## src/source/codecPkg.sv

```systemverilog
// codec parameter defaults, width typedefs and the model bounds struct
package codecPkg;

    localparam int PRECISION = 12;     // width of the whole coding interval
    localparam int NUM_SYMBOLS = 257;  // alphabet size, eof included
    localparam int EOF_SYMBOL = 256;   // closes a stream

    // interval low bound, high bound and width
    typedef logic [PRECISION-1:0] codeT;

    // cumulative frequency or total count
    typedef logic [PRECISION-4:0] countT;

    // symbol index
    typedef logic [$clog2(NUM_SYMBOLS)-1:0] symbolT;

    // width times count, also the divider quotient
    typedef logic [2*PRECISION-2:0] productT;

    // one packed output word
    typedef logic [31:0] wordT;

    // model answer for the current symbol
    typedef struct packed {
        countT cumLow;   // start of the symbol's range
        countT cumHigh;  // end of the symbol's range
        countT total;    // sum of all counts
    } modelBoundsT;

endpackage

```

## src/source/boundDivider.sv

```systemverilog
// multiply-then-divide unit that scales one interval bound by count over total
`timescale 1ns/1ns

module boundDivider import codecPkg::*; #(
    parameter int PRECISION = codecPkg::PRECISION
) (
    input logic clk,
    input logic rstn,
    input logic divStart,
    input codeT width,
    input countT count,
    input countT total,
    output productT quotient,
    output logic done
);

    localparam int STEPS = 2 * PRECISION - 1;  // one quotient bit per cycle

    productT work;       // dividend shifting out, quotient shifting in
    countT divisor;
    countT remainder;
    logic [$bits(countT):0] trial;
    logic fits;
    logic busy;
    logic [$clog2(STEPS + 1)-1:0] stepsLeft;

    assign trial = {remainder, work[$bits(productT)-1]};
    assign fits = (trial >= {1'b0, divisor});
    assign quotient = work;

    always_ff @(posedge clk) begin
        if (!rstn) begin
            busy <= 1'b0;
            stepsLeft <= '0;
            done <= 1'b0;
        end else begin
            done <= 1'b0;
            if (divStart) begin
                busy <= 1'b1;
                stepsLeft <= STEPS[$bits(stepsLeft)-1:0];
            end else if (busy) begin
                stepsLeft <= stepsLeft - 1'b1;
                if (stepsLeft == 1) begin  // last quotient bit goes in this cycle
                    busy <= 1'b0;
                    done <= 1'b1;
                end
            end
        end
    end

    // restoring division datapath
    always_ff @(posedge clk) begin
        if (divStart) begin
            work <= productT'(width) * productT'(count);
            divisor <= total;
            remainder <= '0;
        end else if (busy) begin
            work <= {work[$bits(productT)-2:0], fits};
            remainder <= fits ? countT'(trial - {1'b0, divisor}) : countT'(trial);
        end
    end

    // the model must never hand over an empty table
    assert property (@(posedge clk) disable iff (!rstn)
        divStart |-> total != '0);

endmodule

```

## config.mk

```make
export PLATFORM = sky130hd
export DESIGN_NAME = boundDivider
export DESIGN_NICKNAME = d
export VERILOG_FILES = /design/src/source/codecPkg.sv /design/src/source/boundDivider.sv
export SDC_FILE = /design/constraint.sdc
export NUM_CORES = 1
export LEC_CHECK = 0
export BUFFER_PORTS_ARGS = -buffer_cell sky130_fd_sc_hd__buf_2
export CORE_MARGIN = 5
export CORE_UTILIZATION = 45
export DETAILED_ROUTE_END_ITERATION = 8
export PLACE_DENSITY = 0.64
export SYNTH_ARGS = -nofsm -noshare
export SYNTH_HDL_FRONTEND = slang
export SYNTH_SLANG_ARGS = --single-unit
```

## constraint.sdc

```tcl
create_clock -name clk -period 9 [get_ports clk]
set_input_delay 1.8 -clock clk [delete_from_list [all_inputs] [get_ports clk]]
set_output_delay 1.8 -clock clk [all_outputs]
set_load 0.02 [all_outputs]
```

# Yosys cells after proc, flatten, opt, wreduce, memory -nomap -nowiden
# Index checks and enable logic that the tools add are counted.
dict set report classes {
  multipliers 1
  magnitude_cmp 1
  muxes 9
  bitwise 2
  addsub 2
  reduce_logical 3
  eq_ne 1
}
# cell count
set op_table {}
lappend op_table {{$mux W21} 2}
lappend op_table {{$mul A12 B9 Y21} 1}
lappend op_table {{$ge A10 B9 Y1} 1}
lappend op_table {{$mux W5} 2}
lappend op_table {{$mux W9} 1}
lappend op_table {{$sub A9 B9 Y9} 1}
lappend op_table {{$eq A5 B1 Y1 const B} 1}
lappend op_table {{$sub A5 B1 Y5 const B} 1}
lappend op_table {{$mux W1} 4}
lappend op_table {{$reduce_or A3 Y1} 1}
lappend op_table {{$not A1 Y1} 2}
lappend op_table {{$reduce_bool A2 Y1} 1}
lappend op_table {{$reduce_or A2 Y1} 1}
dict set report word_totals {
  output_inout_bits 24
  regBits 48
  inputBits 33
}

# Longest topological paths before layout
# Gate-level depths: netlist of run 1.
dict set report logic_depth {
  word_depth 4
  depth_mapped 17
  ltp_nobuf 16
}

# Worst setup path after synthesis of run 1
# No wires, ideal clock.
dict set report synth_timing {
  path_type {input to register}
  from {input count[2]}
  to {register work[13] (netlist: quotient[13]), data pin}
  cell_stages 15
  arrival_ns 5.902
  path_slack_ns 2.843
  required_ns 8.745
  path_cell_list {clkbuf_1 > nand2_1 > fa_1 > inv_1 > fa_1 > fa_1 > inv_1 > fa_1 > inv_1 > ha_1 > a2111oi_2 > a211oi_2 > o21a_1 > or3_1 > a31o_1}
}
dict set report synth_via {
  elab_chain_len 2
}
# item line_no
set synth_lines {}
lappend synth_lines {{from (decl)} boundDivider.sv:11} ;# input countT count,
lappend synth_lines {{$mul A12 B9 Y21} boundDivider.sv:54} ;# work <= productT'(width) * productT'(count);
lappend synth_lines {{$mux W21} boundDivider.sv:53} ;# if (divStart) begin
lappend synth_lines {{to (signal assigned)} boundDivider.sv:54}
lappend synth_lines {{to (signal assigned)} boundDivider.sv:58} ;# work <= {work[$bits(productT)-2:0], fits};
lappend synth_lines {{to (decl)} boundDivider.sv:19} ;# productT work;
# No other way between the ends.
# A chain may end at the register's enable or synchronous reset.

# Final worst setup path of run 1
dict set report layout_timing {
  from {input width[2]}
  to {register work[13] (netlist: quotient[13]), data pin}
}
dict set report layout_via {
  elab_chain_len 2
}
# item line_no
set layout_lines {}
lappend layout_lines {{from (decl)} boundDivider.sv:10} ;# input codeT width,
lappend layout_lines {{$mul A12 B9 Y21} boundDivider.sv:54}
lappend layout_lines {{$mux W21} boundDivider.sv:53}
# No other way between the ends.

==> results.md, run 1 <==
- Global-route wire length before repair: 21,700 um
- Commonest non-fill, non-tap cell in the layout: inv_1
- Final Cycle Share: 67.6%
- Synthesis Warnings: 0
- CTS tree: yes
- Core Region: 0.0126 mm^2
- ANT cells: 0
- Netlist cell types: 52
- Avg Synthesized Cell Area: 9.51 um^2
- Final ANT Viol Nets: 0
- Crit-path max cell delay: 0.55 ns
- Peak Freq: 0.164 GHz
- Final wirelength: 12,400 um
- Post-synth EDFFs: 30
- Ys async rst share: 0%
- Number of global-route vias before repair: 4,562
- TritonCTS buffer count: 5
- Measured slew at the worst slew-check pin: 0.824 ns
- FF+latch area: 0.00126 mm^2
- Post-CTS sizing: 0
- Top post-synthesis cells by area: fa_1, edfxtp_1, ha_1
- Initial Util: 45.9%
- Setup crit start kind: primary input
- Clock power share: 12.8%
- Detailed Routing Iterations Pass 1: 4
- Filler cell count: 1,205
- GRT Util Overall: 17.6%
- DRC viols: 0
- # rows: 41
- Power share of the sequential group: 21.8%
- Crit end category: flop
- Hold Fails Final Rpt: 0
- Die Ht: 123 um
- Worst IR drop on VDD: 160 uV
- Max_slew headroom: 45.0%
- Die width: 123 um
- Most frequent cells in the layout: inv_1, fa_1, and2_1, nand2_1, buf_2
- Cells after synthesis: 606
- H-tree depth: 2
- Clock-pin slew on the worst setup and hold paths: 0.07 ns
- CTS Buffer Depth: 2
- Layout cells sized above 1: 13.5%
- Largest net degree at the start of global routing: 46
- Main flop type after synthesis: edfxtp_1
- Crit-path max FO: 9
- Worst skew pair latency: 0.29 ns
- Core Util, Final: 50.6%
- FF+latch count, synth: 48
- Routed length per instance: 15.0 um
- Die Footprint: 0.0152 mm^2
- # hold bufs at CTS: 0
- DR iter-0 viols: 277
- Leakage: 3.15 nW
- Max Slew Vio Count: 0
- Synth area leader: fa_1
- PwrDens: 249 mW/mm^2
- Total number of vias: 4,237
- CP required: 9.04 ns
- Sw power: 0.713 mW
- Syn-to-layout area delta: 10.2%
- Post-Syn Area: 0.00577 mm^2
- Seq/Total Area, Yosys: 21.9%
- Critical path type: primary input to flop
- Critical path cell sequence: buf_2 -> and2_1 -> fa_1 -> fa_1 -> fa_1 -> inv_1 -> fa_1 -> inv_1 -> ha_1 -> a2111oi_2 -> a211oi_2 -> o21a_1 -> or3_1 -> a31o_1
- Worst EP arrival: 6.12 ns
- Antenna violations before repair: 0
- PortBufs: 56
- Internal power: 0.867 mW
- HPWL after DPL: 10,300 um
- Total power: 1.58 mW
- Worst path bufs/invs: 3
- Share of the synthesized area in the top cell type: 25.0%
- CP most frequent cell: fa_1
- CP max stage cell: fa_1
- Unrepaired setup endpoints after global routing: no
- GRT overflow: 0
- CTS root buf: clkbuf_16
- Switching part of the total: 45.1%
- CTS Sinks: 48
- Number of setup buffers added after CTS: 0
- Post-layout nets: 808
- Setup Skew: 0.0101 ns
- HP Class: flop to flop
- Status: finished clean
- Final setup viols: 0
- Setup_tns: 0 ns
- Max Cap Violations: 0
- Min Tclk post-route: 6.08 ns
- Ports: 57
- Multi-input logic area: 0.00398 mm^2
- Largest delay share family, worst path: adder cells
- Vias per cell: 5.14
- Gpl congestion: 0.893
- Combinational fraction of design power: 65.4%
- Net count after synthesis: 763
[synthesized netlist by cell type, types with 4 or more instances]
library cell and number:
inv_1 119, fa_1 72, and2_1 63, nand2_1 63
ha_1 52, edfxtp_1 30, a21oi_1 19, dfxtp_1 18
xnor2_1 17, clkbuf_1 16, mux2_2 15, o21ai_0 14
nor2_1 12, a21o_1 9, a211oi_1 7, mux2i_1 6
a21boi_0 5, and3_1 5, xor2_1 5, nor3_1 4
o31ai_1 4
[final cells by class]
type	count	share of cell area [%]
multi-input cells	420	62.6
flip-flops and latches	48	19.8
inverters	119	7.03
repair buffers	57	4.53
well taps	172	3.39
clock buffers	6	2.36
clock inverters	2	0.236
[per-layer routing]
| metal | up-vias | share of wire, % | global-route usage, % |
|---|---|---|---|
| met3 | 10 | 3.8 | 2.01 |
| met1 | 2086 | 45 | 24.6 |
| li1 | 2051 | - | - |
| met2 | 90 | 50 | 29.8 |
| met4 | 0 | 0.92 | 3.18 |
| met5 | - | 0 | 0 |
[metrics by stage]
stage / std cells / setup slack (ns) / hold WS (ns) / cell area [um^2]
finish: 824 / 2.92 / 0.509 / 6350
global route: 824 / 2.69 / 0.538 / 6350
CTS: 824 / 2.90 / 0.504 / 6350
detailed placement: 816 / 2.59 / 0.495 / 6190
global placement: 816 / 2.70 / 0.488 / 6190
floorplan: 606 / 2.84 / 0.451 / 5770
[power by group through the flow]
| stage | combinational (mW) | clock [mW] | sequential [mW] |
|---|---|---|---|
| 6_report | 1.03 | 0.202 | 0.345 |
| 4_1_cts | 1.04 | 0.207 | 0.345 |
| 3_3_place_gp | 1.02 | 0 | 0.349 |
| 5_1_grt | 1.17 | 0.216 | 0.350 |
| 3_5_place_dp | 1.03 | 0 | 0.349 |
| 2_1_floorplan | 0.741 | 0 | 0.383 |
[worst reg2reg max path, cell delays in order, from the launching register on]
cell and delay (ns):
dfxtp_1 0.34, inv_1 0.06, ha_1 0.21, fa_1 0.40, nand2b_1 0.18, a21oi_1 0.25
nor4_1 0.12, a21o_2 0.30, mux2_2 0.30, o22ai_1 0.12
[worst paths after layout]
check                       startpoint                   endpoint  slack [ns]  cells past startpoint
min          remainder[2]$_SDFFE_PP0P_  remainder[2]$_SDFFE_PP0P_        0.51                      2
max reg2reg  quotient[22]$_SDFFE_PP0P_  remainder[1]$_SDFFE_PP0P_        6.63                      9
min reg2reg  remainder[2]$_SDFFE_PP0P_  remainder[2]$_SDFFE_PP0P_        0.51                      2
max                           width[2]     quotient[13]$_DFFE_PP_        2.92                     14
[logic make-up after synthesis]
logic type               after synthesis  share of synthesized area, %
AO/OA/AOI/OAI                         89                          10.9
XOR/XNOR                              22                          3.34
adder cells (fa/ha/maj)              124                          36.3
buffers and inverters                138                          9.11
flip-flops                            48                          21.9
multiplexers                          21                          3.97
AND/OR/NAND/NOR                      164                          14.5
[flip-flops by register name (all words and copies together), names as in the netlist]
| name | flops |
|---|---|
| quotient | 23 |
| divisor | 9 |
| remainder | 9 |
| stepsLeft | 5 |
| busy | 1 |
| done | 1 |
Note: power is estimated with default switching activity, not from simulation.
==> inputs of run 2 (changes only) <==
- PLACE_DENSITY: 0.64 -> 0.67
- clock period: 9 -> 5.5 ns (I/O delays scaled with it)
==> run 2 against run 1 <==
Against the previous run:
- setup slack got worse by 2.7 ns
- hold slack got worse by 0.019 ns
- combinational power increased by 85%
- largest cell class unchanged
- wire length increased by 1.8%
- core utilization increased by 2.0 points
- largest power group unchanged
- sequential share of layout area decreased by 0.76 points
- highest routed layer unchanged
- register-to-register slack got worse by 3.6 ns
- flip-flop and latch count unchanged
- critical endpoint is now quotient[19]$_DFFE_PP_
==> results.md, run 2 (synthesis gave the netlist of run 1 again) <==
- Most frequent cells in the layout: inv_1, fa_1, and2_1, nand2_1, buf_2
- Final setup viols: 0 (unchanged)
- CTS Buffer Depth: 2 (unchanged)
- Vias per cell: 5.06 (-1.6%)
- Gpl congestion: 0.879 (-1.5%)
- Unrepaired setup endpoints after global routing: no
- # hold bufs at CTS: 0 (unchanged)
- Status: finished clean
- CP required: 5.53 ns (-3.51 ns)
- Largest net degree at the start of global routing: 27 (-41%)
- HP Class: flop to flop
- CTS root buf: clkbuf_16
- CTS Sinks: 48 (unchanged)
- Routed length per instance: 14.7 um (-2.3%)
- ANT cells: 0 (unchanged)
- Min Tclk post-route: 5.29 ns
- Max Cap Violations: 0 (unchanged)
- Worst IR drop on VDD: 235 uV (+47%)
- Post-layout nets: 843 (+4.3%)
- Worst skew pair latency: 0.29 ns (about the same)
- Setup Skew: 0.00880 ns (-0.00128 ns)
- Antenna violations before repair: 0 (unchanged)
- CTS tree: yes
- Clock-pin slew on the worst setup and hold paths: 0.06 ns (about the same)
- PwrDens: 419 mW/mm^2 (+69%)
- Commonest non-fill, non-tap cell in the layout: inv_1
- DR iter-0 viols: 189 (-32%)
- Max_slew headroom: 44.4% (-0.64 points)
- HPWL after DPL: 10,800 um (+4.6%)
- Number of setup buffers added after CTS: 0 (unchanged)
- Max reg flops: 23 (unchanged)
- DRC viols: 0 (unchanged)
- Worst EP arrival: 5.33 ns (-0.79 ns)
- GRT Util Overall: 17.8% (+0.26 points)
- Number of global-route vias before repair: 4,661 (+2.2%)
- Leakage: 3.31 nW (+5.0%)
- Final ANT Viol Nets: 0 (unchanged)
- Core Util, Final: 52.6% (+2.0 points)
- Initial Util: 45.9% (unchanged)
- Crit end category: flop
- Critical path type: primary input to flop
- Filler cell count: 1,167 (-3.2%)
- Cell area after layout: 0.00661 mm^2 (+4.0%)
- Final Cycle Share: 96.2%
- Total power: 2.77 mW (+75%)
- Die Ht: 123 um (unchanged)
- Final wirelength: 12,600 um (+1.8%)
- Ports: 57 (unchanged)
- FF+latch area: 0.00126 mm^2 (unchanged)
- Die Footprint: 0.0152 mm^2 (unchanged)
- Layout cells sized above 1: 17.8% (+4.3 points)
- # rows: 41 (unchanged)
- PortBufs: 56 (unchanged)
- Peak Freq: 0.189 GHz
- Syn-to-layout area delta: 14.6%
- GRT overflow: 0 (unchanged)
- Max Slew Vio Count: 0 (unchanged)
- Multi-input logic area: 0.00400 mm^2 (+0.44%)
- Detailed Routing Iterations Pass 1: 4 (unchanged)
- Post-CTS sizing: 0 (unchanged)
- Core Region: 0.0126 mm^2 (unchanged)
- Hold Fails Final Rpt: 0 (unchanged)
- TritonCTS buffer count: 5 (unchanged)
- Die width: 123 um (unchanged)
- Setup_tns: 0 ns (unchanged)
- Pre-CTS WS: -0.0993 ns (-2.69 ns)
- Area after DPL: 0.00645 mm^2 (+4.2%)
- Global-route wire length before repair: 21,900 um (+1.1%)
- Crit-path max FO: 9 (unchanged)
- H-tree depth: 2 (unchanged)
- Total number of vias: 4,347 (+2.6%)
- Measured slew at the worst slew-check pin: 0.834 ns (+0.00963 ns)
- Setup crit start kind: primary input
- Worst Setup Slack, final: 0.207 ns (-2.71 ns)
## run 2: routing by layer
layer	GRT usage [%]	part of all wire (%)	wire length, um
met5	0	0	0
met4	2.42	0.53	67
met3	2.70	4.9	622
met2	31.5	51	6430
met1	23.8	44	5500
## run 2: power by group
part | leakage (nW) | total [mW] | switching [mW] | internal, mW
combinational | 2.79 | 1.91 | 1.01 | 0.900
sequential | 0.449 | 0.565 | 0.0606 | 0.504
clock | 0.0679 | 0.292 | 0.123 | 0.168
total | 3.31 | 2.77 | 1.20 | 1.57
## run 2: worst paths after layout
| path | from | to | slack (ns) | cells after the start |
|---|---|---|---|---|
| worst max-delay path | count[7] | quotient[19]$_DFFE_PP_ | 0.21 | 16 |
| worst min-delay path | remainder[2]$_SDFFE_PP0P_ | remainder[2]$_SDFFE_PP0P_ | 0.49 | 2 |
| worst max register to register | quotient[22]$_SDFFE_PP0P_ | remainder[0]$_SDFFE_PP0P_ | 3.07 | 9 |
| worst min register to register | remainder[2]$_SDFFE_PP0P_ | remainder[2]$_SDFFE_PP0P_ | 0.49 | 2 |
## run 2: area by class of cell
| type | instances | share of cell area [%] |
|---|---|---|
| inverters | 119 | 6.76 |
| flip-flops and latches | 48 | 19.1 |
| multi-input cells | 420 | 60.5 |
| clock inverters | 1 | 0.0757 |
| clock buffers | 7 | 2.01 |
| repair buffers | 92 | 8.33 |
| well taps | 172 | 3.26 |
## run 2: through the flow
step | hold slack, ns | cells
after floorplan | 0.451 | 606
after global placement | 0.481 | 851
after detailed placement | 0.488 | 851
after CTS | 0.496 | 859
after global routing | 0.525 | 859
final | 0.490 | 859
## run 2: worst max-delay path, cell delays in order
cell,delay [ns]
buf_2,0.16
and2_1,0.19
fa_1,0.49
fa_1,0.55
fa_1,0.55
inv_1,0.05
fa_1,0.53
inv_1,0.04
ha_1,0.35
a2111o_1,0.44
o21ai_2,0.08
a211oi_2,0.07
buf_4,0.15
a31oi_1,0.20
xnor2_1,0.10
mux2_2,0.26
