## config.mk

```make
export PLATFORM = sky130hd
export DESIGN_NAME = intervalCoder
export DESIGN_NICKNAME = d
export VERILOG_FILES = /design/src/source/codecPkg.sv /design/src/source/intervalCoder.sv
export SDC_FILE = /design/constraint.sdc
export NUM_CORES = 1
export LEC_CHECK = 0
export BUFFER_PORTS_ARGS = -buffer_cell sky130_fd_sc_hd__buf_2
export CORE_MARGIN = 1
export CORE_UTILIZATION = 55
export CTS_CLUSTER_SIZE = 10
export DETAILED_ROUTE_END_ITERATION = 10
export MAX_ROUTING_LAYER = met4
export PLACE_DENSITY = 0.92
export SYNTH_ARGS = -nofsm -noshare
export SYNTH_HDL_FRONTEND = slang
export SYNTH_SLANG_ARGS = --single-unit
```

## constraint.sdc

```tcl
create_clock -name clk -period 3.3 [get_ports clk]
set_input_delay 0.165 -clock clk [delete_from_list [all_inputs] [get_ports clk]]
set_output_delay 0.165 -clock clk [all_outputs]
set_load 0.01 [all_outputs]
```

## src/source/codecPkg.sv

```systemverilog
// codec parameter defaults, width typedefs and the model bounds struct
package codecPkg;

    localparam int PRECISION = 12;     // width of the whole coding interval
    localparam int NUM_SYMBOLS = 257;  // alphabet size, eof included
    localparam int EOF_SYMBOL = 256;   // closes a stream

    // interval low bound, high bound and width
    typedef logic [PRECISION-1:0] codeT;

    // cumulative frequency or total count
    typedef logic [PRECISION-4:0] countT;

    // symbol index
    typedef logic [$clog2(NUM_SYMBOLS)-1:0] symbolT;

    // width times count, also the divider quotient
    typedef logic [2*PRECISION-2:0] productT;

    // one packed output word
    typedef logic [31:0] wordT;

    // model answer for the current symbol
    typedef struct packed {
        countT cumLow;   // start of the symbol's range
        countT cumHigh;  // end of the symbol's range
        countT total;    // sum of all counts
    } modelBoundsT;

endpackage

```

## src/source/intervalCoder.sv

```systemverilog
// encoder FSM with subinterval update, renormalisation, pending bits and flush
`timescale 1ns/1ns

module intervalCoder import codecPkg::*; #(
    parameter int PRECISION = codecPkg::PRECISION,
    parameter int EOF_SYMBOL = codecPkg::EOF_SYMBOL
) (
    input logic clk,
    input logic rstn,
    input logic start,
    input wordT inputBits,
    input logic newBitsProvided,
    output logic idle,
    output logic newBitsRequested,
    output symbolT symbol,
    output logic modelClear,
    output logic update,
    output logic divStart,
    output codeT width,
    input productT lowQuotient,
    input productT highQuotient,
    input logic divDone,
    input logic full,
    output logic bitValid,
    output logic bitValue,
    output logic flush
);

    localparam codeT whole = codeT'(2 ** (PRECISION - 1));
    localparam codeT half = codeT'(2 ** (PRECISION - 2));
    localparam codeT quarter = codeT'(2 ** (PRECISION - 3));
    localparam codeT threeQuarters = codeT'(3 * 2 ** (PRECISION - 3));

    typedef enum logic [2:0] {
        IDLE, DIVIDE, RENORM, PENDING, REQUEST, RELEASE, FLUSH, FINISH
    } stateT;

    stateT state;
    codeT low;
    codeT high;
    logic [7:0] pending;  // middle expansions not yet resolved
    logic pendingBit;
    logic closing;        // closing bits of the stream are going out
    logic lastSymbol;
    logic leftCase;
    logic rightCase;
    logic middleCase;
    logic closeCase;
    logic emitBit;

    assign lastSymbol = (symbol == symbolT'(EOF_SYMBOL));
    assign leftCase = (high < half);
    assign rightCase = (low > half);
    assign middleCase = (low > quarter) && (high < threeQuarters);
    assign closeCase = !leftCase && !rightCase && !middleCase && lastSymbol;
    assign emitBit = leftCase ? 1'b0 : (rightCase ? 1'b1 : (low > quarter));

    assign idle = (state == IDLE);
    assign modelClear = idle && start;
    assign width = high - low;
    assign bitValid = !full && ((state == PENDING)
                      || (state == RENORM && (leftCase || rightCase || closeCase)));
    assign bitValue = (state == PENDING) ? pendingBit : emitBit;
    assign flush = !full && (state == FLUSH);

    always_ff @(posedge clk) begin
        if (!rstn) begin
            state <= IDLE;
            low <= '0;
            high <= whole;
            symbol <= '0;
            pending <= '0;
            pendingBit <= 1'b0;
            closing <= 1'b0;
            newBitsRequested <= 1'b0;
            divStart <= 1'b0;
            update <= 1'b0;
        end else begin
            divStart <= 1'b0;
            update <= 1'b0;
            unique case (state)
                IDLE: if (start) begin
                    low <= '0;
                    high <= whole;
                    pending <= '0;
                    closing <= 1'b0;
                    symbol <= symbolT'(inputBits);  // first symbol comes with start
                    divStart <= 1'b1;
                    state <= DIVIDE;
                end
                DIVIDE: if (divDone) begin  // both dividers finish together
                    high <= low + codeT'(highQuotient);
                    low <= low + codeT'(lowQuotient);
                    update <= !lastSymbol;
                    state <= RENORM;
                end
                RENORM: if (!full) begin
                    if (leftCase) begin
                        low <= low << 1;
                        high <= high << 1;
                    end else if (rightCase) begin
                        low <= (low - half) << 1;
                        high <= (high - half) << 1;
                    end else if (middleCase) begin
                        low <= (low - quarter) << 1;
                        high <= (high - quarter) << 1;
                        pending <= pending + 1'b1;
                    end else if (lastSymbol) begin
                        pending <= pending + 1'b1;  // closing bit is followed by pending+1 opposites
                        closing <= 1'b1;
                        state <= PENDING;
                    end else begin
                        newBitsRequested <= 1'b1;
                        state <= REQUEST;
                    end
                    if (leftCase || rightCase || closeCase) begin
                        pendingBit <= !emitBit;
                    end
                    if ((leftCase || rightCase) && pending != '0) begin
                        state <= PENDING;
                    end
                end
                PENDING: if (!full) begin
                    pending <= pending - 1'b1;
                    if (pending == 8'd1) begin
                        state <= closing ? FLUSH : RENORM;
                    end
                end
                REQUEST: if (newBitsProvided) begin
                    newBitsRequested <= 1'b0;
                    symbol <= symbolT'(inputBits);
                    state <= RELEASE;
                end
                RELEASE: if (!newBitsProvided) begin
                    divStart <= 1'b1;
                    state <= DIVIDE;
                end
                FLUSH: if (!full) begin
                    state <= FINISH;
                end
                FINISH: if (!full) begin  // last word has been read
                    state <= IDLE;
                end
            endcase
        end
    end

    // the scaled quotients must leave a non-empty subinterval
    assert property (@(posedge clk) disable iff (!rstn)
        (state == DIVIDE && divDone) |=> high > low);

endmodule

```

; Word-level counts from Yosys, hierarchy flattened
; Index checks and enable logic that the tools add are counted.
[word_totals]
reg_bits = 49
elab_cells = 146
[op_classes]
n_addsub = 9
n_lt_le_gt_ge = 4
eq_ne = 28
n_mux = 61
n_bitwise = 1
n_reduce_logical = 33
[op_table]
columns = cell, n
row1 = 12-bit 2-to-1 mux, 12
row2 = 12-bit case mux with 3 select lines, 2
row3 = 8-bit 2-to-1 mux, 7
row4 = 3-bit 2-to-1 mux, 15
row5 = "2-bit inequality test, second input constant", 13
row6 = 12-bit adder, 2
row7 = "12-bit by 11-bit less-than comparator with 1-bit output, second input constant", 2
row8 = 3-bit case mux with 8 select lines, 1
row9 = 8-bit case mux with 3 select lines, 1
row10 = "11-bit by 10-bit subtractor with 11-bit output, second input constant", 2
row11 = "11-bit subtractor, second input constant", 2
row12 = 7-bit AND reduction, 3
row13 = 9-bit 2-to-1 mux, 2
row14 = 9-bit case mux with 2 select lines, 1
row15 = 1-bit 2-to-1 mux, 17
row16 = "3-bit == test, second input constant", 4
row17 = "12-bit by 10-bit > comparator with 1-bit output, second input constant", 1
row18 = "12-bit by 11-bit > comparator with 1-bit output, second input constant", 1
row19 = 12-bit AND reduction, 1
row20 = 12-bit subtractor, 1
row21 = "9-bit == test, second input constant", 1
row22 = 1-bit logical AND, 9
row23 = "3-bit by 2-bit inequality test with 1-bit output, second input constant", 3
row24 = 3-bit AND reduction, 3
row25 = 17 further kinds, 30

; Depth between registers and ports, before layout
; Gate-level depths: netlist of run 1.
[depth]
ltp_word = 9
depth_mapped = 9
depth_no_buf = 9

; Worst setup path after synthesis of run 1
; OpenSTA, ideal clock, no wires.
[synth_path]
kind = register to output
startpoint = reg low[1]
endpoint = out width[11]
arrival_ps = 2274
required_ps = 3135
slack_ps = 861
path_stages_with_launch = 9
path_buffers = 0
cell_sequence = dfxtp_1 -> inv_1 -> ha_1 -> nor2b_1 -> o31a_1 -> nor4b_1 -> o21ai_0 -> or4_1 -> nand3_1
[synth_between]
elab_chain_len = 1
[synth_rtl]
columns = item, line_no
row1 = from (decl), intervalCoder.sv:39  ; codeT low;
row2 = from (signal assigned), intervalCoder.sv:93  ; low <= low + codeT'(lowQuotient);
row3 = from (signal assigned), intervalCoder.sv:99  ; low <= low << 1;
row4 = from (signal assigned), intervalCoder.sv:102  ; low <= (low - half) << 1;
row5 = 12-bit subtractor, intervalCoder.sv:60  ; assign width = high - low;
row6 = to (decl), intervalCoder.sv:19  ; output codeT width,
; Every way passes these cells.

; Worst setup path after layout of run 1
; Same ends and word-level chain as after synthesis.

==> out/metrics.yaml, run 1 <==
combPwrFrac: 0.737
via_per_inst: 6.31
period_minus_slack_ns: 2.95
yosys_warnings: 0
num_antenna_cells: 0
setup-violations-final: 0
worstPathMaxFanout: 7
insertion_delay_ns: 0.31
period_share: 0.895
root_buffer: "clkbuf_8"
netlist-cell-type-count: 75
p_switching_w: 0.00285
cellPowerDensity_nw_per_um2: 1130
p_leak_nw: 2.09
status: "complete, no violations"
area_delta_synth_final_pct: 10.4
grt_max_degree: 43
synth.largest_area_cell: "dfxtp_1"
grt_pass1_vias: 4052
htree_num_levels: 2
drive_gt1_frac: 0.175
cts_tree: "yes"
num_vias: 4504
power.internal_w: 0.00268
clkTransAtPathRegs_ns: 0.09
synth-seq-cells: 49
antenna_found_initial: 0
cts_buffer_depth: 2
hold_class: "in -> reg"
ant_nets: 0
final.setup.tns_ns: 0
drc_errors: 0
grt_pass1_wl_um: 18500
fp-row-count: 32
drt_iter0_markers: 382
p_sw_frac: 0.516
critPathSlowestCell: "dfxtp_2"
ir_worst_vdd_mv: 0.469
p_seq_frac: 0.197
hold_viol: 0
dp_hpwl_um: 8510
syn_area_per_cell_um2: 7.99
max_stage_delay_ns: 0.44
cp-start-kind: "flip-flop"
maxCapViolCount: 0
cp.required_ns: 3.13
port_buffers: 67
nFillCells: 658
syn-cell-area_um2: 4430
worstSetupPathType: "reg -> out"
path_cells: "inv_1 -> ha_1 -> nor2b_1 -> o31a_1 -> nor4b_2 -> o21ai_0 -> or4_1 -> nand3_1 -> buf_2"
synth_ff_type: "dfxtp_1"
highest_layer: "met4"
synth_nets: 679
layout_setup_ws_ns: 0.346
cts_setup_buffers: 0
max_slew_margin: 0.518
tightest_slew_ns: 0.713
grt_usage: 0.277
gp_congestion: 0.965
seq_area_frac_synth: 0.222
num_io_pins: 113
die_x_um: 91.7
die-area_um2: 8410
synth_area_leaders: "dfxtp_1 22%, ha_1 11%, nor2_1 4.2%"
coreArea_um2: 7770
cts_sinks: 49
first_pass_iters: 5
cts_inserted_buffers: 5
rsz0062_at_grt: "false"
overflow: 0
async_reset_ff_frac: 0
worstPathArrival_ns: 2.79
clkPwrFrac: 0.066
fin_skew_ns: 0.0118
initial_utilization: 0.570
slew_violations: 0
synth_edf_count: 0
wire_per_inst_um: 15.8
nNetsFinal: 736
wl_met3_um: 833
synth_top_area_share: 0.222
dpl_worst_slack_ns: 0.371
die_height_um: 91.7
endpoint_kind: "primary output"
syn_inst: 554
drt-met1-wl_um: 4790
routed_wl_um: 11300
wl_met2_um: 5360
fmax_ghz: 0.339
-- layer usage --
layer,GRT usage,up-vias
met1,0.332,2067
met4,0.111,0
li1,-,2185
met3,0.0473,38
met2,0.462,214
met5,-,-
-- cells in the mapped netlist (7+ instances only) --
cell and n:
nor2_1 50, dfxtp_1 49, nand2_1 43, ha_1 38, a21oi_1 37, o21ai_0 35
inv_1 27, a211oi_1 15, nor3_1 15, mux2i_1 14, xor2_1 13, xnor2_1 11
nand3_1 10, a31oi_1 9, clkbuf_1 9, nand2b_1 9, nand4_1 9, nor2b_1 9
o21a_1 9, a22oi_1 8, o211ai_1 7
-- placed cells by master (no fill, tap or decap), types with 8 or more instances in the layout --
master	Yosys	routed
inv_1	27	27
a21oi_1	37	37
nand2_1	43	43
xnor2_1	11	11
a31oi_1	9	9
o21ai_0	35	35
buf_2	5	67
dfxtp_1	49	48
mux2i_1	14	14
nand2b_1	9	9
ha_1	38	38
nor2b_1	9	9
nand4_1	9	9
nor3_1	15	15
o21a_1	9	9
nand3_1	10	10
nor2_1	50	50
a211oi_1	15	15
a22oi_1	8	8
xor2_1	13	13
-- timing repair --
action / in CTS / in global routing
endpoints found under the setup margin: 0 / 1
hold buffers: 0 / 0
resized for setup: 0 / 2
-- stage by stage --
step | std cells | power, W | instance area [um^2] | util | hold slack [ns]
after floorplan | 554 | 0.00412 | 4430 | - | 0.309
after global placement | 706 | 0.00491 | 4790 | 0.616 | 0.393
after detailed placement | 706 | 0.00507 | 4790 | 0.616 | 0.406
after CTS | 714 | 0.00545 | 4880 | 0.628 | 0.0829
after global routing | 714 | 0.00602 | 4890 | 0.629 | 0.0940
final | 714 | 0.00553 | 4890 | 0.629 | 0.0848
-- worst max-delay path: cells and delay by family (launching register included) --
family          cells  cell delay, ns
compound gates      2            0.50
fa+ha+maj           1            0.31
buf+inv             2            0.29
flops               1            0.44
simple gates        4            0.93
-- cell families (layout without fill, tap and decap cells) --
family | count (synthesis) | count (layout) | synth area share
adders and majority gates | 42 | 42 | 0.123
AOI/OAI and AO/OA | 181 | 181 | 0.286
muxes | 15 | 15 | 0.0342
xor gates and xnor gates | 24 | 24 | 0.0475
buffers and inverters | 51 | 109 | 0.0574
and+or+nand+nor | 192 | 192 | 0.230
DFF | 49 | 49 | 0.222
-- sequential cells by signal, indices dropped and copies added (netlist names) --
name	flops
closing	1
pendingBit	1
symbol	9
high	12
update	1
pending	8
newBitsRequested	1
low	12
divStart	1
state	3
-- cell type report --
cell class | count | area, um^2 | area share
Multi-Input combinational cell | 454 | 3200 | 0.654
Clock inverter | 3 | 21.3 | 0.00435
Tap cell | 102 | 128 | 0.0261
Inverter | 27 | 101 | 0.0207
Timing Repair Buffer | 74 | 388 | 0.0794
Clock buffer | 5 | 68.8 | 0.0141
Sequential cell | 49 | 982 | 0.201
-- worst paths after layout --
check        slack, ns  cells after the start          from         end
min reg2reg       0.50                      2    pending[7]  pending[7]
max               0.35                      9        low[1]   width[11]
max reg2reg       0.83                      9        low[0]     low[10]
min               0.08                      3  inputBits[3]   symbol[3]
-- power groups by stage --
stage          sequential (W)  clock, W  combinational (W)
2_1_floorplan        0.000981         0            0.00314
3_3_place_gp          0.00108         0            0.00383
3_5_place_dp          0.00109         0            0.00398
4_1_cts               0.00108  0.000369            0.00401
5_1_grt               0.00112  0.000397            0.00449
6_report              0.00109  0.000363            0.00408
Note: power is estimated with default switching activity, not from simulation.
==> inputs of run 2 (changes only) <==
--- a/config.mk
+++ b/config.mk
@@ -5,7 +5,7 @@
 export SDC_FILE = /design/constraint.sdc
 export NUM_CORES = 1
 export LEC_CHECK = 0
-export BUFFER_PORTS_ARGS = -buffer_cell sky130_fd_sc_hd__buf_2
+export BUFFER_PORTS_ARGS = -buffer_cell sky130_fd_sc_hd__buf_4
 export CORE_MARGIN = 1
 export CORE_UTILIZATION = 55
 export CTS_CLUSTER_SIZE = 10
==> run 2 against run 1 <==
  * Power rose by 4.4%
  * Hold slack got worse by 0.012 ns
  * Non-clock buffer count fell by 1
  * Worst setup slack got worse by 0.038 ns
==> out/metrics.yaml, run 2 (synthesized netlist as in run 1, its figures left out) <==
status: "complete, no violations"
top_regs: "high: 12 flops, low: 12 flops, symbol: 9 flops"
overflow: 0
hold_class: "in -> reg"
num_antenna_cells: 0
drt_iter0_markers: 349
hold_viol: 0
fin_skew_ns: 0.0137
rsz0062_at_grt: "false"
final_area_um2: 5050
port_buffers: 67
clkTransAtPathRegs_ns: 0.11
dp_hpwl_um: 8580
cts_sinks: 49
worstSetupPathType: "reg -> out"
maxCapViolCount: 0
die_height_um: 91.7
root_buffer: "clkbuf_8"
ant_nets: 0
cp.required_ns: 3.13
layout_common_cells: "73 x buf_4, 50 x nor2_1, 48 x dfxtp_1"
p_leak_nw: 2.13
grt_max_degree: 43
placed_cells: 705
die-area_um2: 8410
htree_num_levels: 2
cts_hold_buf: 0
period_share: 0.907
max_slew_margin: 0.227
cts_inserted_buffers: 5
slew_violations: 0
cp-start-kind: "flip-flop"
endpoint_kind: "primary output"
tightest_slew_ns: 1.16
grt_pass1_wl_um: 18600
final_common_cell: "buf_4"
insertion_delay_ns: 0.32
nFillCells: 651
hold_slack_ns: 0.0732
drc_errors: 0
worstPathMaxFanout: 7
via_per_inst: 6.35
drive_gt1_frac: 0.173
cellPowerDensity_nw_per_um2: 1140
setup-violations-final: 0
worstPathArrival_ns: 2.83
cts_setup_buffers: 0
nNetsFinal: 735
finalPower_w: 0.00577
coreArea_um2: 7770
routed_wl_um: 11400
fp-row-count: 32
grt_pass1_vias: 4077
grt_usage: 0.276
period_minus_slack_ns: 2.99
num_vias: 4524
ir_worst_vdd_mv: 0.396
final.setup.tns_ns: 0
area_delta_synth_final_pct: 14.1
antenna_found_initial: 0
first_pass_iters: 5
cts_buffer_depth: 2
placed_area_um2: 4950
die_x_um: 91.7
cts_tree: "yes"
initial_utilization: 0.570
gp_congestion: 0.958
fmax_ghz: 0.334
wire_per_inst_um: 16.0
fin_cells: 713
num_io_pins: 113
run 2: cell count changes in the layout (fill, tap and decap cells not counted):
cell	before	now
clkinv_2	1	0
clkinv_4	0	1
buf_4	7	73
buf_2	67	0
run 2: routing by layer:
metal,vias up,part of all wire,track usage
li1,2176,-,-
met1,2102,0.42,0.342
met2,214,0.48,0.470
met3,32,0.070,0.0249
met4,0,0.025,0.0951
met5,-,0,-
run 2: what timing repair did:
item / 4_1_cts / 5_1_grt
resized for setup: 0 / 2
setup endpoints to repair: 0 / 1
hold endpoints to repair: 0 / 0
run 2: path summary, 6_finish.rpt:
check	startpoint	endpoint	slack, ns	depth (start not counted)
worst max-delay path	low[1]	width[11]	0.31	9
worst min-delay path	inputBits[5]	symbol[5]	0.07	3
worst max register to register	low[0]	low[10]	0.72	9
worst min register to register	pending[7]	pending[7]	0.51	2
run 2: worst max-delay path, stage by stage, from the launching register on:
cell and delay, ns:
dfxtp_2 0.45, inv_1 0.16, ha_1 0.31, nor2b_1 0.14, o31a_1 0.28, nor4b_2 0.30, o21ai_0 0.23, or4_1 0.43
nand3_1 0.09, buf_4 0.12
run 2: final cells by class:
class                      instances  area [um^2]  share of cell area
multi-input combinational        454         3200               0.633
sequential                        49          982               0.194
timing repair buffer              73          548               0.109
tap                              102          128              0.0253
inverter                          27          101              0.0201
clock buffer                       5         68.8              0.0136
clock inverter                     3         25.0             0.00496
run 2: power breakdown:
group	leakage (nW)	switching (W)	internal, W
sequential	0.402	0.000315	0.000778
clock	0.0447	0.000230	0.000154
combinational	1.68	0.00235	0.00195
run 2: metrics by stage:
| step | utilization | setup slack (ns) |
|---|---|---|
| floorplan | - | 0.861 |
| global placement | 0.637 | 0.497 |
| detailed placement | 0.637 | 0.403 |
| CTS | 0.649 | 0.0523 |
| global route | 0.650 | 0.132 |
| finish | 0.650 | 0.308 |
