File: src/source/codecPkg.sv
// codec parameter defaults, width typedefs and the model bounds struct
package codecPkg;

    localparam int PRECISION = 12;     // width of the whole coding interval
    localparam int NUM_SYMBOLS = 257;  // alphabet size, eof included
    localparam int EOF_SYMBOL = 256;   // closes a stream

    // interval low bound, high bound and width
    typedef logic [PRECISION-1:0] codeT;

    // cumulative frequency or total count
    typedef logic [PRECISION-4:0] countT;

    // symbol index
    typedef logic [$clog2(NUM_SYMBOLS)-1:0] symbolT;

    // width times count, also the divider quotient
    typedef logic [2*PRECISION-2:0] productT;

    // one packed output word
    typedef logic [31:0] wordT;

    // model answer for the current symbol
    typedef struct packed {
        countT cumLow;   // start of the symbol's range
        countT cumHigh;  // end of the symbol's range
        countT total;    // sum of all counts
    } modelBoundsT;

endpackage

File: src/source/outputPacker.sv
// packs coded bits into 32-bit words and runs the read acknowledge exchange
`timescale 1ns/1ns

module outputPacker import codecPkg::*; (
    input logic clk,
    input logic rstn,
    input logic bitValid,
    input logic bitValue,
    input logic flush,
    input logic readSuccess,
    output logic full,
    output logic resultReady,
    output wordT out,
    output logic [2:0] validOutputBytes
);

    logic [4:0] bitPos;    // next free bit, filled from bit 0 upwards
    logic waitRelease;     // word taken, waiting for readSuccess to drop

    assign full = resultReady || waitRelease;

    always_ff @(posedge clk) begin
        if (!rstn) begin
            bitPos <= '0;
            waitRelease <= 1'b0;
            resultReady <= 1'b0;
            out <= '0;
            validOutputBytes <= 3'd4;
        end else if (resultReady) begin
            if (readSuccess) begin
                resultReady <= 1'b0;
                waitRelease <= 1'b1;
                out <= '0;
                bitPos <= '0;
            end
        end else if (waitRelease) begin
            if (!readSuccess) begin
                waitRelease <= 1'b0;
                validOutputBytes <= 3'd4;
            end
        end else if (bitValid) begin
            out[bitPos] <= bitValue;
            bitPos <= bitPos + 1'b1;
            if (bitPos == 5'd31) begin
                resultReady <= 1'b1;
            end
        end else if (flush && bitPos != '0) begin  // an empty word is not sent
            resultReady <= 1'b1;
            validOutputBytes <= 3'((6'(bitPos) + 6'd7) >> 3);  // started bytes
        end
    end

endmodule

File: config.mk
export PLATFORM = sky130hd
export DESIGN_NAME = outputPacker
export DESIGN_NICKNAME = d
export VERILOG_FILES = /design/src/source/codecPkg.sv /design/src/source/outputPacker.sv
export SDC_FILE = /design/constraint.sdc
export NUM_CORES = 1
export LEC_CHECK = 0
export ABC_AREA = 1
export BUFFER_PORTS_ARGS = -buffer_cell sky130_fd_sc_hd__buf_2
export CORE_MARGIN = 8
export CORE_UTILIZATION = 55
export DETAILED_ROUTE_END_ITERATION = 6
export PLACE_DENSITY_LB_ADDON = 0.08
export SYNTH_ARGS = -nofsm -noshare
export SYNTH_HDL_FRONTEND = slang
export SYNTH_SLANG_ARGS = --single-unit
File: constraint.sdc
create_clock -name clk -period 2.7 [get_ports clk]
set_clock_uncertainty 0.1 [all_clocks]
set_input_delay 0.135 -clock clk [delete_from_list [all_inputs] [get_ports clk]]
set_output_delay 0.135 -clock clk [all_outputs]
set_load 0.03 [all_outputs]
# --- Yosys cells after proc, flatten, opt, wreduce, memory -nomap -nowiden ---
# Index checks and enable logic that the tools add are counted.
word_totals:
  wordCells: 48
  in_bits: 6
  output_inout_bits: 37
  register_bits: 42
op_classes:
  n_eq_ne: 5
  n_lt_le_gt_ge: 2
  n_mux: 25
  n_bitwise: 1
  n_reduce_logical: 8
  addsub: 2
ops:
  columns: ["operator", "count"]
  rows:
  - ["$mux 32", 4]
  - ["$bwmux 32", 1]
  - ["$mux 5", 4]
  - ["$mux 3", 4]
  - ["$mux 1", 11]
  - ["$add 5x3->6 const B", 1]
  - ["$lt 5x6->1 const B", 1]
  - ["$ne 2x2->1 const B", 3]
  - ["$add 5x1->5 const B", 1]
  - ["$demux 1 s5", 1]
  - ["$eq 5x5->1 const B", 1]
  - ["$ge 5x1->1 const B", 1]
  - ["$reduce_bool 5->1", 1]
  - ["$reduce_and 4->1", 1]
  - ["$reduce_bool 2->1", 2]
  - ["$reduce_and 3->1", 1]
  - ["$logic_and 1x1->1", 2]
  - ["$ne 2x1->1 const B", 1]
  - ["$logic_or 1x1->1", 1]
  - ["$not 1->1", 1]

# --- Logic depth before layout (Yosys ltp) ---
# Gate-level depths: netlist of the first run.
depth:
  depth_word: 8
  ltp_mapped: 9
  mapped_depth_nobuf: 9

# --- Worst setup path before layout of the first run ---
# Ideal clock, no wire load.
synth_path:
  kind: "register to register"
  start: "reg resultReady"
  end: "reg bitPos[2]"
  required_ns: 2.469
  setup_time_ns: 0.131
  t_arrival_ns: 1.273
  path_stages_with_launch: 10
  synth_period_minus_slack_ns: 1.504
  slack_ns: 1.196
  cell_sequence: "dfxtp_1 > inv_2 > nor2_2 > inv_1 > nand2_4 > inv_2 > nand2_4 > nand2_1 > nand2_1 > a21oi_1"
synth_via:
  elab_chain_len: 2
  elab_cells_between_ends: 5
  classes_between: "2 x eq/ne; 1 x mux; 2 x reduce/logical"
synth_lines:
  columns: ["item", "line", "source"]
  rows:
  - ["start, declared", "outputPacker.sv:12", "output logic resultReady,"]
  - ["start signal, assigned", "outputPacker.sv:26", "resultReady <= 1'b0;"]
  - ["start signal, assigned", "outputPacker.sv:31", "resultReady <= 1'b0;"]
  - ["start signal, assigned", "outputPacker.sv:45", "resultReady <= 1'b1;"]
  - ["$ne 2x2->1 (no source line) or $reduce_bool 2->1 (tied branches)", null, null]
  - ["$reduce_and 3->1 (no source line)", null, null]
  - ["end signal, assigned", "outputPacker.sv:43", "bitPos <= bitPos + 1'b1;"]
  - ["end, declared", "outputPacker.sv:17", "logic [4:0] bitPos;"]
# Several ways; a longest one is shown, not always the timed one.
# A chain may end at the register's enable or synchronous reset.

# --- Worst setup path in the final report of the first run ---
layout_path:
  start: "reg bitPos[0]"
  end: "reg resultReady"
layout_via:
  elab_chain_len: 6
  elab_cells_between_ends: 8
  classes_between: "1 x eq/ne; 5 x mux; 2 x reduce/logical"
layout_lines:
  columns: ["item", "line", "source"]
  rows:
  - ["$reduce_bool 5->1", "outputPacker.sv:47", "end else if (flush && bitPos != '0) begin"]
  - ["$logic_and 1x1->1", "outputPacker.sv:47", null]
  - ["$mux 1", "outputPacker.sv:47", null]
  - ["$mux 1 (*)", "outputPacker.sv:41", "end else if (bitValid) begin"]
  - ["$mux 1 (*)", "outputPacker.sv:36", "end else if (waitRelease) begin"]
  - ["$mux 1 (*)", "outputPacker.sv:29", "end else if (resultReady) begin"]
  - ["end signal, assigned", "outputPacker.sv:31", null]
  - ["end signal, assigned", "outputPacker.sv:45", null]
  - ["end signal, assigned", "outputPacker.sv:48", "resultReady <= 1'b1;"]
# Every way passes the cells marked *; elsewhere a longest branch is shown, timed or not.

==> results of run 1 <==
[power by group]
| group | internal [uW] | total, uW | switching [uW] |
|---|---|---|---|
| logic | 47.8 | 165 | 118 |
| registers | 631 | 641 | 9.68 |
| clock network | 125 | 330 | 204 |
| total | 804 | 1140 | 332 |
[sequential cells by signal, summed over array words and instances, names as in the netlist]
name              cells
validOutputBytes      3
resultReady           1
waitRelease           1
bitPos                5
out                  32
[layout make-up]
| type | instances | area (um^2) | share of cell area |
|---|---|---|---|
| clock buffer | 6 | 51.3 | 0.0225 |
| tap | 46 | 57.6 | 0.0252 |
| inverter | 23 | 88.8 | 0.0389 |
| sequential | 42 | 841 | 0.368 |
| multi-input combinational | 193 | 981 | 0.430 |
| clock inverter | 2 | 12.5 | 0.00548 |
| timing repair buffer | 46 | 250 | 0.110 |
[cells by family (layout without fill, tap and decap cells)]
| family | after synthesis | count (layout) | synth area share |
|---|---|---|---|
| flops | 42 | 42 | 0.434 |
| simple gates | 116 | 116 | 0.280 |
| fa+ha+maj | 6 | 6 | 0.0387 |
| compound gates | 71 | 71 | 0.187 |
| buf+inv | 28 | 77 | 0.0600 |
[routing by layer]
metal	part of all wire	GRT usage
met5	0	0
met3	0.073	0.0579
met1	0.45	0.219
met4	0.016	0.0874
met2	0.47	0.304
[metrics by stage]
step                      power, uW  instance area [um^2]  cells
after floorplan                 771                  1940    263
after global placement          813                  2180    346
final                          1140                  2280    358
after CTS                      1150                  2280    358
after detailed placement        815                  2180    346
after global routing           1190                  2280    358
[cell usage in the layout (no fill, tap or decap), types with 5 or more instances in the layout]
master    netlist  routed
nand3_1        15      15
nor2_4          5       5
inv_1          15      15
buf_2           1      42
inv_2           7       7
nand2_1        37      37
clkbuf_4        0       5
a21oi_1        39      39
nor2_1         47      47
dfxtp_1        42      42
ha_1            6       6
o21ai_0        25      25
[how the worst max path moves through the flow]
stage                   to  cells after the start  slack, ps   startpoint
2_1_floorplan    bitPos[2]                      9       1200  resultReady
3_3_place_gp       out[12]                      7       1010    bitPos[0]
3_5_place_dp       out[12]                      7        980    bitPos[0]
4_1_cts        resultReady                      6        880    bitPos[0]
5_1_grt        resultReady                      6        770    bitPos[0]
6_report       resultReady                      6        890    bitPos[0]
[tightest hold or removal path: stages]
cell     delay, ps
buf_2          110
nand2_1        100
nand3_1         80
nand2_1         60
nor2_1          40
[timing repair]
action	CTS	global route
endpoints found under the hold margin	9	0
endpoints found under the setup margin	0	0
hold buffers	4	0
==> impl_metrics.toml, run 1 <==
[outcome]
run_status = "finished, final reports clean"

[timing]
worst_slack_ps = 890
slew_violations = 0
hold_viol = 0
period_share = 0.670
slew-limit-headroom = 0.513
hold_ws_ps = 103
tightest_slew_ps = 730
tns_ps = 0
period_needed_ps = 1810
fmax_ghz = 0.552
final-setup-viol-count = 0
rsz0062_at_grt = "no"

[global_route]
grt_usage = 0.187
grt_overflow = 0
antenna_found_initial = 0
grt_pass1_wl_um = 8090
grt_pass1_vias = 1777
grt_start_max_net_pins = 32

[synthesis]
synth_area_um2 = 1940
yosysSeqAreaShare = 0.434
netlist_top_cells_count = "nor2_1, dfxtp_1, a21oi_1"
synth_top_flop_cell = "dfxtp_1"
ys_ff_latch = 42
yosysMostFrequentCell = "nor2_1"
synth_top_area_frac = 0.434
avgSynthCellArea_um2 = 7.37
ys_async_sr_fraction = 0
syn-instance-count = 263
yosys.area.top_type = "dfxtp_1"
synth_fp_nets = 275
yosysWarnings = 0
ys_types = 22
synth_edf_count = 0
synth_area_leaders = "dfxtp_1, a21oi_1, nor2_1, nand2_1, o21ai_0"

[worst_setup_path]
reg2reg_to = "resultReady"
path_cells = "inv_1, ha_1, nand3_1, nand3_1, dlygate4sd3_1, a21oi_1"
worstSetupPathType = "register to register"
cp_common_cell = "nand3_1"
crit_family = "buffers and inverters"
critical_path_arrival_ps = 2000
r2r_start = "bitPos[0]"
ff2ff_path_depth = 6
critPathLaunchType = "register"
rrSetupSlack_ps = 890
cpPeakStageDelay_ps = 560
cp_max_fo = 6
crit_buf_inv = 2
critPathCaptureType = "register"
critical_path.slowest_cell = "dlygate4sd3_1"
crit_required_ps = 2890

[floorplan]
dieArea_um2 = 5680
die_h_um = 75.4
row_count = 21
start_util = 0.576
die_w_um = 75.4
io_pins = 43
core_region_area_um2 = 3360

[clock_network]
clkSinkCount = 42
cts_buffer_depth = 2
h-tree-depth = 2
tritoncts = "yes"
clk_latency_ps = 350
cts_root_buf = "clkbuf_4"
numCtsBuffers = 5
clk_pin_slew_worst_paths_ps = 120
post_cts.resized_instances = 0
cts_setup_buffers = 0

[finish]
nets = 323
drive_above_1_share = 0.234
syn_to_final_growth_pct = 17.8
n_antenna_cell = 0
n_fill_cell = 324
utilization = 0.679

[pwr]
p_per_area_nw_per_um2 = 498
peakVddDrop_mv = 0.379
leakage_uw = 0.00104

[hold_path]
hold_end = "out[9]"
holdPathStages = 5
min_path_type = "input port to register"
hp-start = "bitValue"

[detailed_routing]
vias = 1863
vias_per_cell = 5.20
first_pass_iters = 4
drt.antenna.violating_nets = 0
drc = 0
routed_wl_um = 4910
drt_iter0_drc = 147
wl_per_cell_um = 13.7

[placed_design]
dp_hpwl_um = 3600
place.gp.congestion = 0.906
port_buffers = 42
pre_cts_slack_ps = 982

[job]
max_cap_violations = 0
(Power assumes the default switching activity.)
==> run 2: changes to the inputs <==
--- a/config.mk
+++ b/config.mk
@@ -8,7 +8,7 @@
 export ABC_AREA = 1
 export BUFFER_PORTS_ARGS = -buffer_cell sky130_fd_sc_hd__buf_2
 export CORE_MARGIN = 8
-export CORE_UTILIZATION = 55
+export CORE_UTILIZATION = 53
 export DETAILED_ROUTE_END_ITERATION = 6
 export PLACE_DENSITY_LB_ADDON = 0.08
 export SYNTH_ARGS = -nofsm -noshare
==> constraint.sdc (replaced) <==
create_clock -name clk -period 1.85 [get_ports clk]
set_clock_uncertainty 0.1 [all_clocks]
set_input_delay 0.0925 -clock clk [delete_from_list [all_inputs] [get_ports clk]]
set_output_delay 0.0925 -clock clk [all_outputs]
set_load 0.03 [all_outputs]
==> impl_metrics.toml, run 2 (synthesized netlist as in run 1, its figures left out) <==
[finish]
utilization = 0.666
final_common_cell = "nor2_1"
largest_reg_flops = 32
n_antenna_cell = 0
nets = 332
syn_to_final_growth_pct = 23.0
drive_above_1_share = 0.271
fin_area_um2 = 2380
reg_top3 = "out: 32 flops, bitPos: 5 flops, validOutputBytes: 3 flops"
top_register = "out"
final_cell_mix = "nor2_1, buf_2, a21oi_1, dfxtp_1, nand2_1"

[worst_setup_path]
crit_buf_inv = 2
crit_family = "buffers and inverters"
cp_common_cell = "nand3_1"
cp_max_fo = 4
path_cells = "clkinvlp_4, ha_2, nand3_1, nand3_1, dlygate4sd3_1, a21oi_1"
crit_required_ps = 2050
cpPeakStageDelay_ps = 560
critPathCaptureType = "register"
critical_path.slowest_cell = "dlygate4sd3_1"
worstSetupPathType = "register to register"
critPathLaunchType = "register"
critical_path_arrival_ps = 1970

[timing]
period_needed_ps = 1770
tightest_slew_ps = 409
slew-limit-headroom = 0.727
slew_violations = 0
tns_ps = 0
fmax_ghz = 0.565
period_share = 0.957
hold_viol = 0
rsz0062_at_grt = "no"
final-setup-viol-count = 0

[floorplan]
io_pins = 43
row_count = 22
core_region_area_um2 = 3580
die_w_um = 76.5
die_h_um = 76.5
dieArea_um2 = 5850
start_util = 0.542

[clock_network]
cts_root_buf = "clkbuf_4"
h-tree-depth = 2
clk_latency_ps = 360
clk_pin_slew_worst_paths_ps = 130
numCtsBuffers = 5
tritoncts = "yes"
cts_buffer_depth = 2
clkSinkCount = 42

[pwr]
p_per_area_nw_per_um2 = 757
leakage_uw = 0.00109
peakVddDrop_mv = 0.484

[placed_design]
place.gp.congestion = 0.857
place_area_um2 = 2230
port_buffers = 42
dp_hpwl_um = 3690

[detailed_routing]
first_pass_iters = 4
vias_per_cell = 5.15
drc = 0
vias = 1899
drt_iter0_drc = 81
routed_wl_um = 5100
wl_per_cell_um = 13.8
drt.antenna.violating_nets = 0

[job]
max_cap_violations = 0

[global_route]
grt_usage = 0.177
grt_pass1_vias = 1855
antenna_found_initial = 0
grt_overflow = 0
grt_pass1_wl_um = 8600
grt_start_max_net_pins = 32

[hold_path]
min_path_type = "input port to register"

[outcome]
run_status = "finished, final reports clean"
[run 2: changes by cell type in the layout (fill, tap and decap cells not counted), moves of 2 or more]
cell,before,now
dfxtp_1,42,39
dfxtp_2,0,2
clkinvlp_4,1,3
buf_4,0,9
[run 2: area by class of cell]
cell class              count  area, um^2
multi-input cells         193         983
flip-flops and latches     42         847
well taps                  48        60.1
clock buffers               5        37.5
fillers                   339        1190
repair buffers             55         318
clock inverters             3        45.0
inverters                  23        92.6
[run 2: tightest hold or removal path: stages]
cell	delay [ps]
buf_2	110
nand2_1	100
nand3_1	80
nand2_1	60
nor2_1	40
[run 2: through the flow]
stage                     hold WS, ps  power, uW  std cells  worst slack [ps]
after detailed placement          277       1190        354               287
final                            40.2       1810        369              78.8
after CTS                        30.7       1800        366              16.4
after global placement            268       1190        354               347
after global routing             54.7       1880        369              20.0
after floorplan                   157       1130        263               346
[run 2: power by group]
part           switching [uW]  internal, uW  leakage (uW)  total [uW]
combinational             174          83.5      0.000708         257
sequential               14.5           922      0.000341         936
clock                     328           284     0.0000374         611
total                     516          1290       0.00109        1810
[run 2: worst paths after layout]
path	start	end	slack [ps]	cells after the start
min reg2reg	validOutputBytes[2]	validOutputBytes[2]	370	2
min	bitValue	out[8]	40	5
max reg2reg	bitPos[0]	resultReady	80	6
max	bitPos[0]	resultReady	80	6
[run 2: per-layer routing]
layer  wire, um  GRT usage
met1       2190      0.201
met2       2460      0.294
met3        350     0.0578
met4         95     0.0788
met5          0          0
[run 2: what timing repair did]
item	CTS	global route
endpoints found under the setup margin	0	1
setup buffers	0	3
hold buffers	4	0
hold endpoints to repair	9	0
resized for setup	0	6
==> run 3: changes to the inputs <==
--- a/config.mk
+++ b/config.mk
@@ -10,7 +10,7 @@
 export CORE_MARGIN = 8
 export CORE_UTILIZATION = 53
 export DETAILED_ROUTE_END_ITERATION = 6
-export PLACE_DENSITY_LB_ADDON = 0.08
+export PLACE_DENSITY = 0.87
 export SYNTH_ARGS = -nofsm -noshare
 export SYNTH_HDL_FRONTEND = slang
 export SYNTH_SLANG_ARGS = --single-unit
==> impl_metrics.toml, run 3 (synthesized netlist as in run 1, its figures left out) <==
[finish]
n_fill_cell = 310
reg_top3 = "out: 32 flops, bitPos: 5 flops, validOutputBytes: 3 flops"
syn_to_final_growth_pct = 20.2
utilization = 0.651
nets = 327
n_antenna_cell = 0
multi_input_area_um2 = 981
final_common_cell = "nor2_1"
largest_reg_flops = 32
top_register = "out"
drive_above_1_share = 0.241
final_cell_mix = "nor2_1, dfxtp_1, buf_2"
seq_area_um2 = 841

[detailed_routing]
vias_per_cell = 5.28
drt_iter0_drc = 100
vias = 1921
drc = 0
wl_per_cell_um = 13.3
routed_wl_um = 4830
drt.antenna.violating_nets = 0
first_pass_iters = 4

[floorplan]
row_count = 22
dieArea_um2 = 5850
core_region_area_um2 = 3580
die_w_um = 76.5
io_pins = 43
die_h_um = 76.5
start_util = 0.542

[pwr]
peakVddDrop_mv = 0.440
p_per_area_nw_per_um2 = 761
leakage_uw = 0.00107

[global_route]
grt_pass1_vias = 1806
grt_overflow = 0
grt_pass1_wl_um = 8150
antenna_found_initial = 0
grt_start_max_net_pins = 32
grt_usage = 0.165

[clock_network]
clkSinkCount = 42
h-tree-depth = 2
cts_root_buf = "clkbuf_4"
post_cts.resized_instances = 0
numCtsBuffers = 5
cts_setup_buffers = 0
tritoncts = "yes"
clk_latency_ps = 360
hold_buffers = 4
cts_buffer_depth = 2
clk_pin_slew_worst_paths_ps = 130

[worst_setup_path]
cp_common_cell = "inv_1"
cpPeakStageDelay_ps = 370
crit_start = "bitPos[0]"
path_cells = "inv_1, ha_1, inv_1, nor2_4, inv_2, o21ai_0, nor2_1"
crit_family = "buffers and inverters"
worstSetupPathType = "register to register"
crit_buf_inv = 3
critical_path.slowest_cell = "dfxtp_1"
critPathLaunchType = "register"
cp_max_fo = 8
crit_required_ps = 2020
critPathCaptureType = "register"
critical_path_arrival_ps = 1830
r2r_start = "bitPos[0]"

[placed_design]
port_buffers = 42
place.gp.congestion = 0.897
dp_hpwl_um = 3410

[timing]
period_needed_ps = 1660
tns_ps = 0
rsz0062_at_grt = "no"
hold_viol = 0
tightest_slew_ps = 404
fmax_ghz = 0.601
slew_violations = 0
final-setup-viol-count = 0
slew-limit-headroom = 0.730
period_share = 0.899

[hold_path]
min_path_type = "input port to register"
hp-start = "bitValue"

[outcome]
run_status = "finished, final reports clean"

[job]
max_cap_violations = 0
## run 3: cell count changes in the layout (fill, tap and decap cells not counted)
| cell | change |
|---|---|
| buf_4 | -5 |
| ha_2 | -1 |
| ha_1 | +1 |
| clkbuf_1 | +1 |
| dfxtp_4 | -1 |
| dfxtp_1 | +3 |
| dfxtp_2 | -2 |
| clkinvlp_4 | -2 |
| inv_1 | +1 |
## run 3: through the flow
step	total power (uW)	std cells	hold slack [ps]	cell area, um^2	worst slack [ps]
6_report	1770	364	57.3	2330	186
2_1_floorplan	1130	263	157	1940	346
3_5_place_dp	1190	352	275	2210	263
4_1_cts	1770	364	45.8	2330	219
3_3_place_gp	1190	352	265	2210	310
5_1_grt	1840	364	70.7	2330	85.1
## run 3: cell type report
type                            count  share of cell area
Multi-Input combinational cell    193               0.421
Clock buffer                        6              0.0177
Inverter                           23              0.0381
Clock inverter                      2              0.0161
Timing Repair Buffer               50               0.120
Tap cell                           48              0.0258
Sequential cell                    42               0.361
## run 3: worst paths after layout
path | endpoint | slack (ps) | cells past startpoint
worst max-delay path | out[28] | 190 | 7
worst min-delay path | out[8] | 60 | 5
worst max register to register | out[28] | 190 | 7
worst min register to register | validOutputBytes[2] | 370 | 2
## run 3: where the power goes
part           total, uW  leakage (uW)  internal, uW  switching [uW]
Combinational        248      0.000690          74.3             174
Sequential           935      0.000339           921            13.9
Clock                589     0.0000385           285             304
## run 3: worst min-delay path: stages
cell and delay (ps):
buf_2 110, nand2_1 100, nand3_1 80, nand2_1 60, nor2_1 40
## run 3: routing by layer
layer | track usage | share of wire
met5 | 0 | 0
met4 | 0.0712 | 0.016
met3 | 0.0472 | 0.076
met1 | 0.194 | 0.44
met2 | 0.270 | 0.47
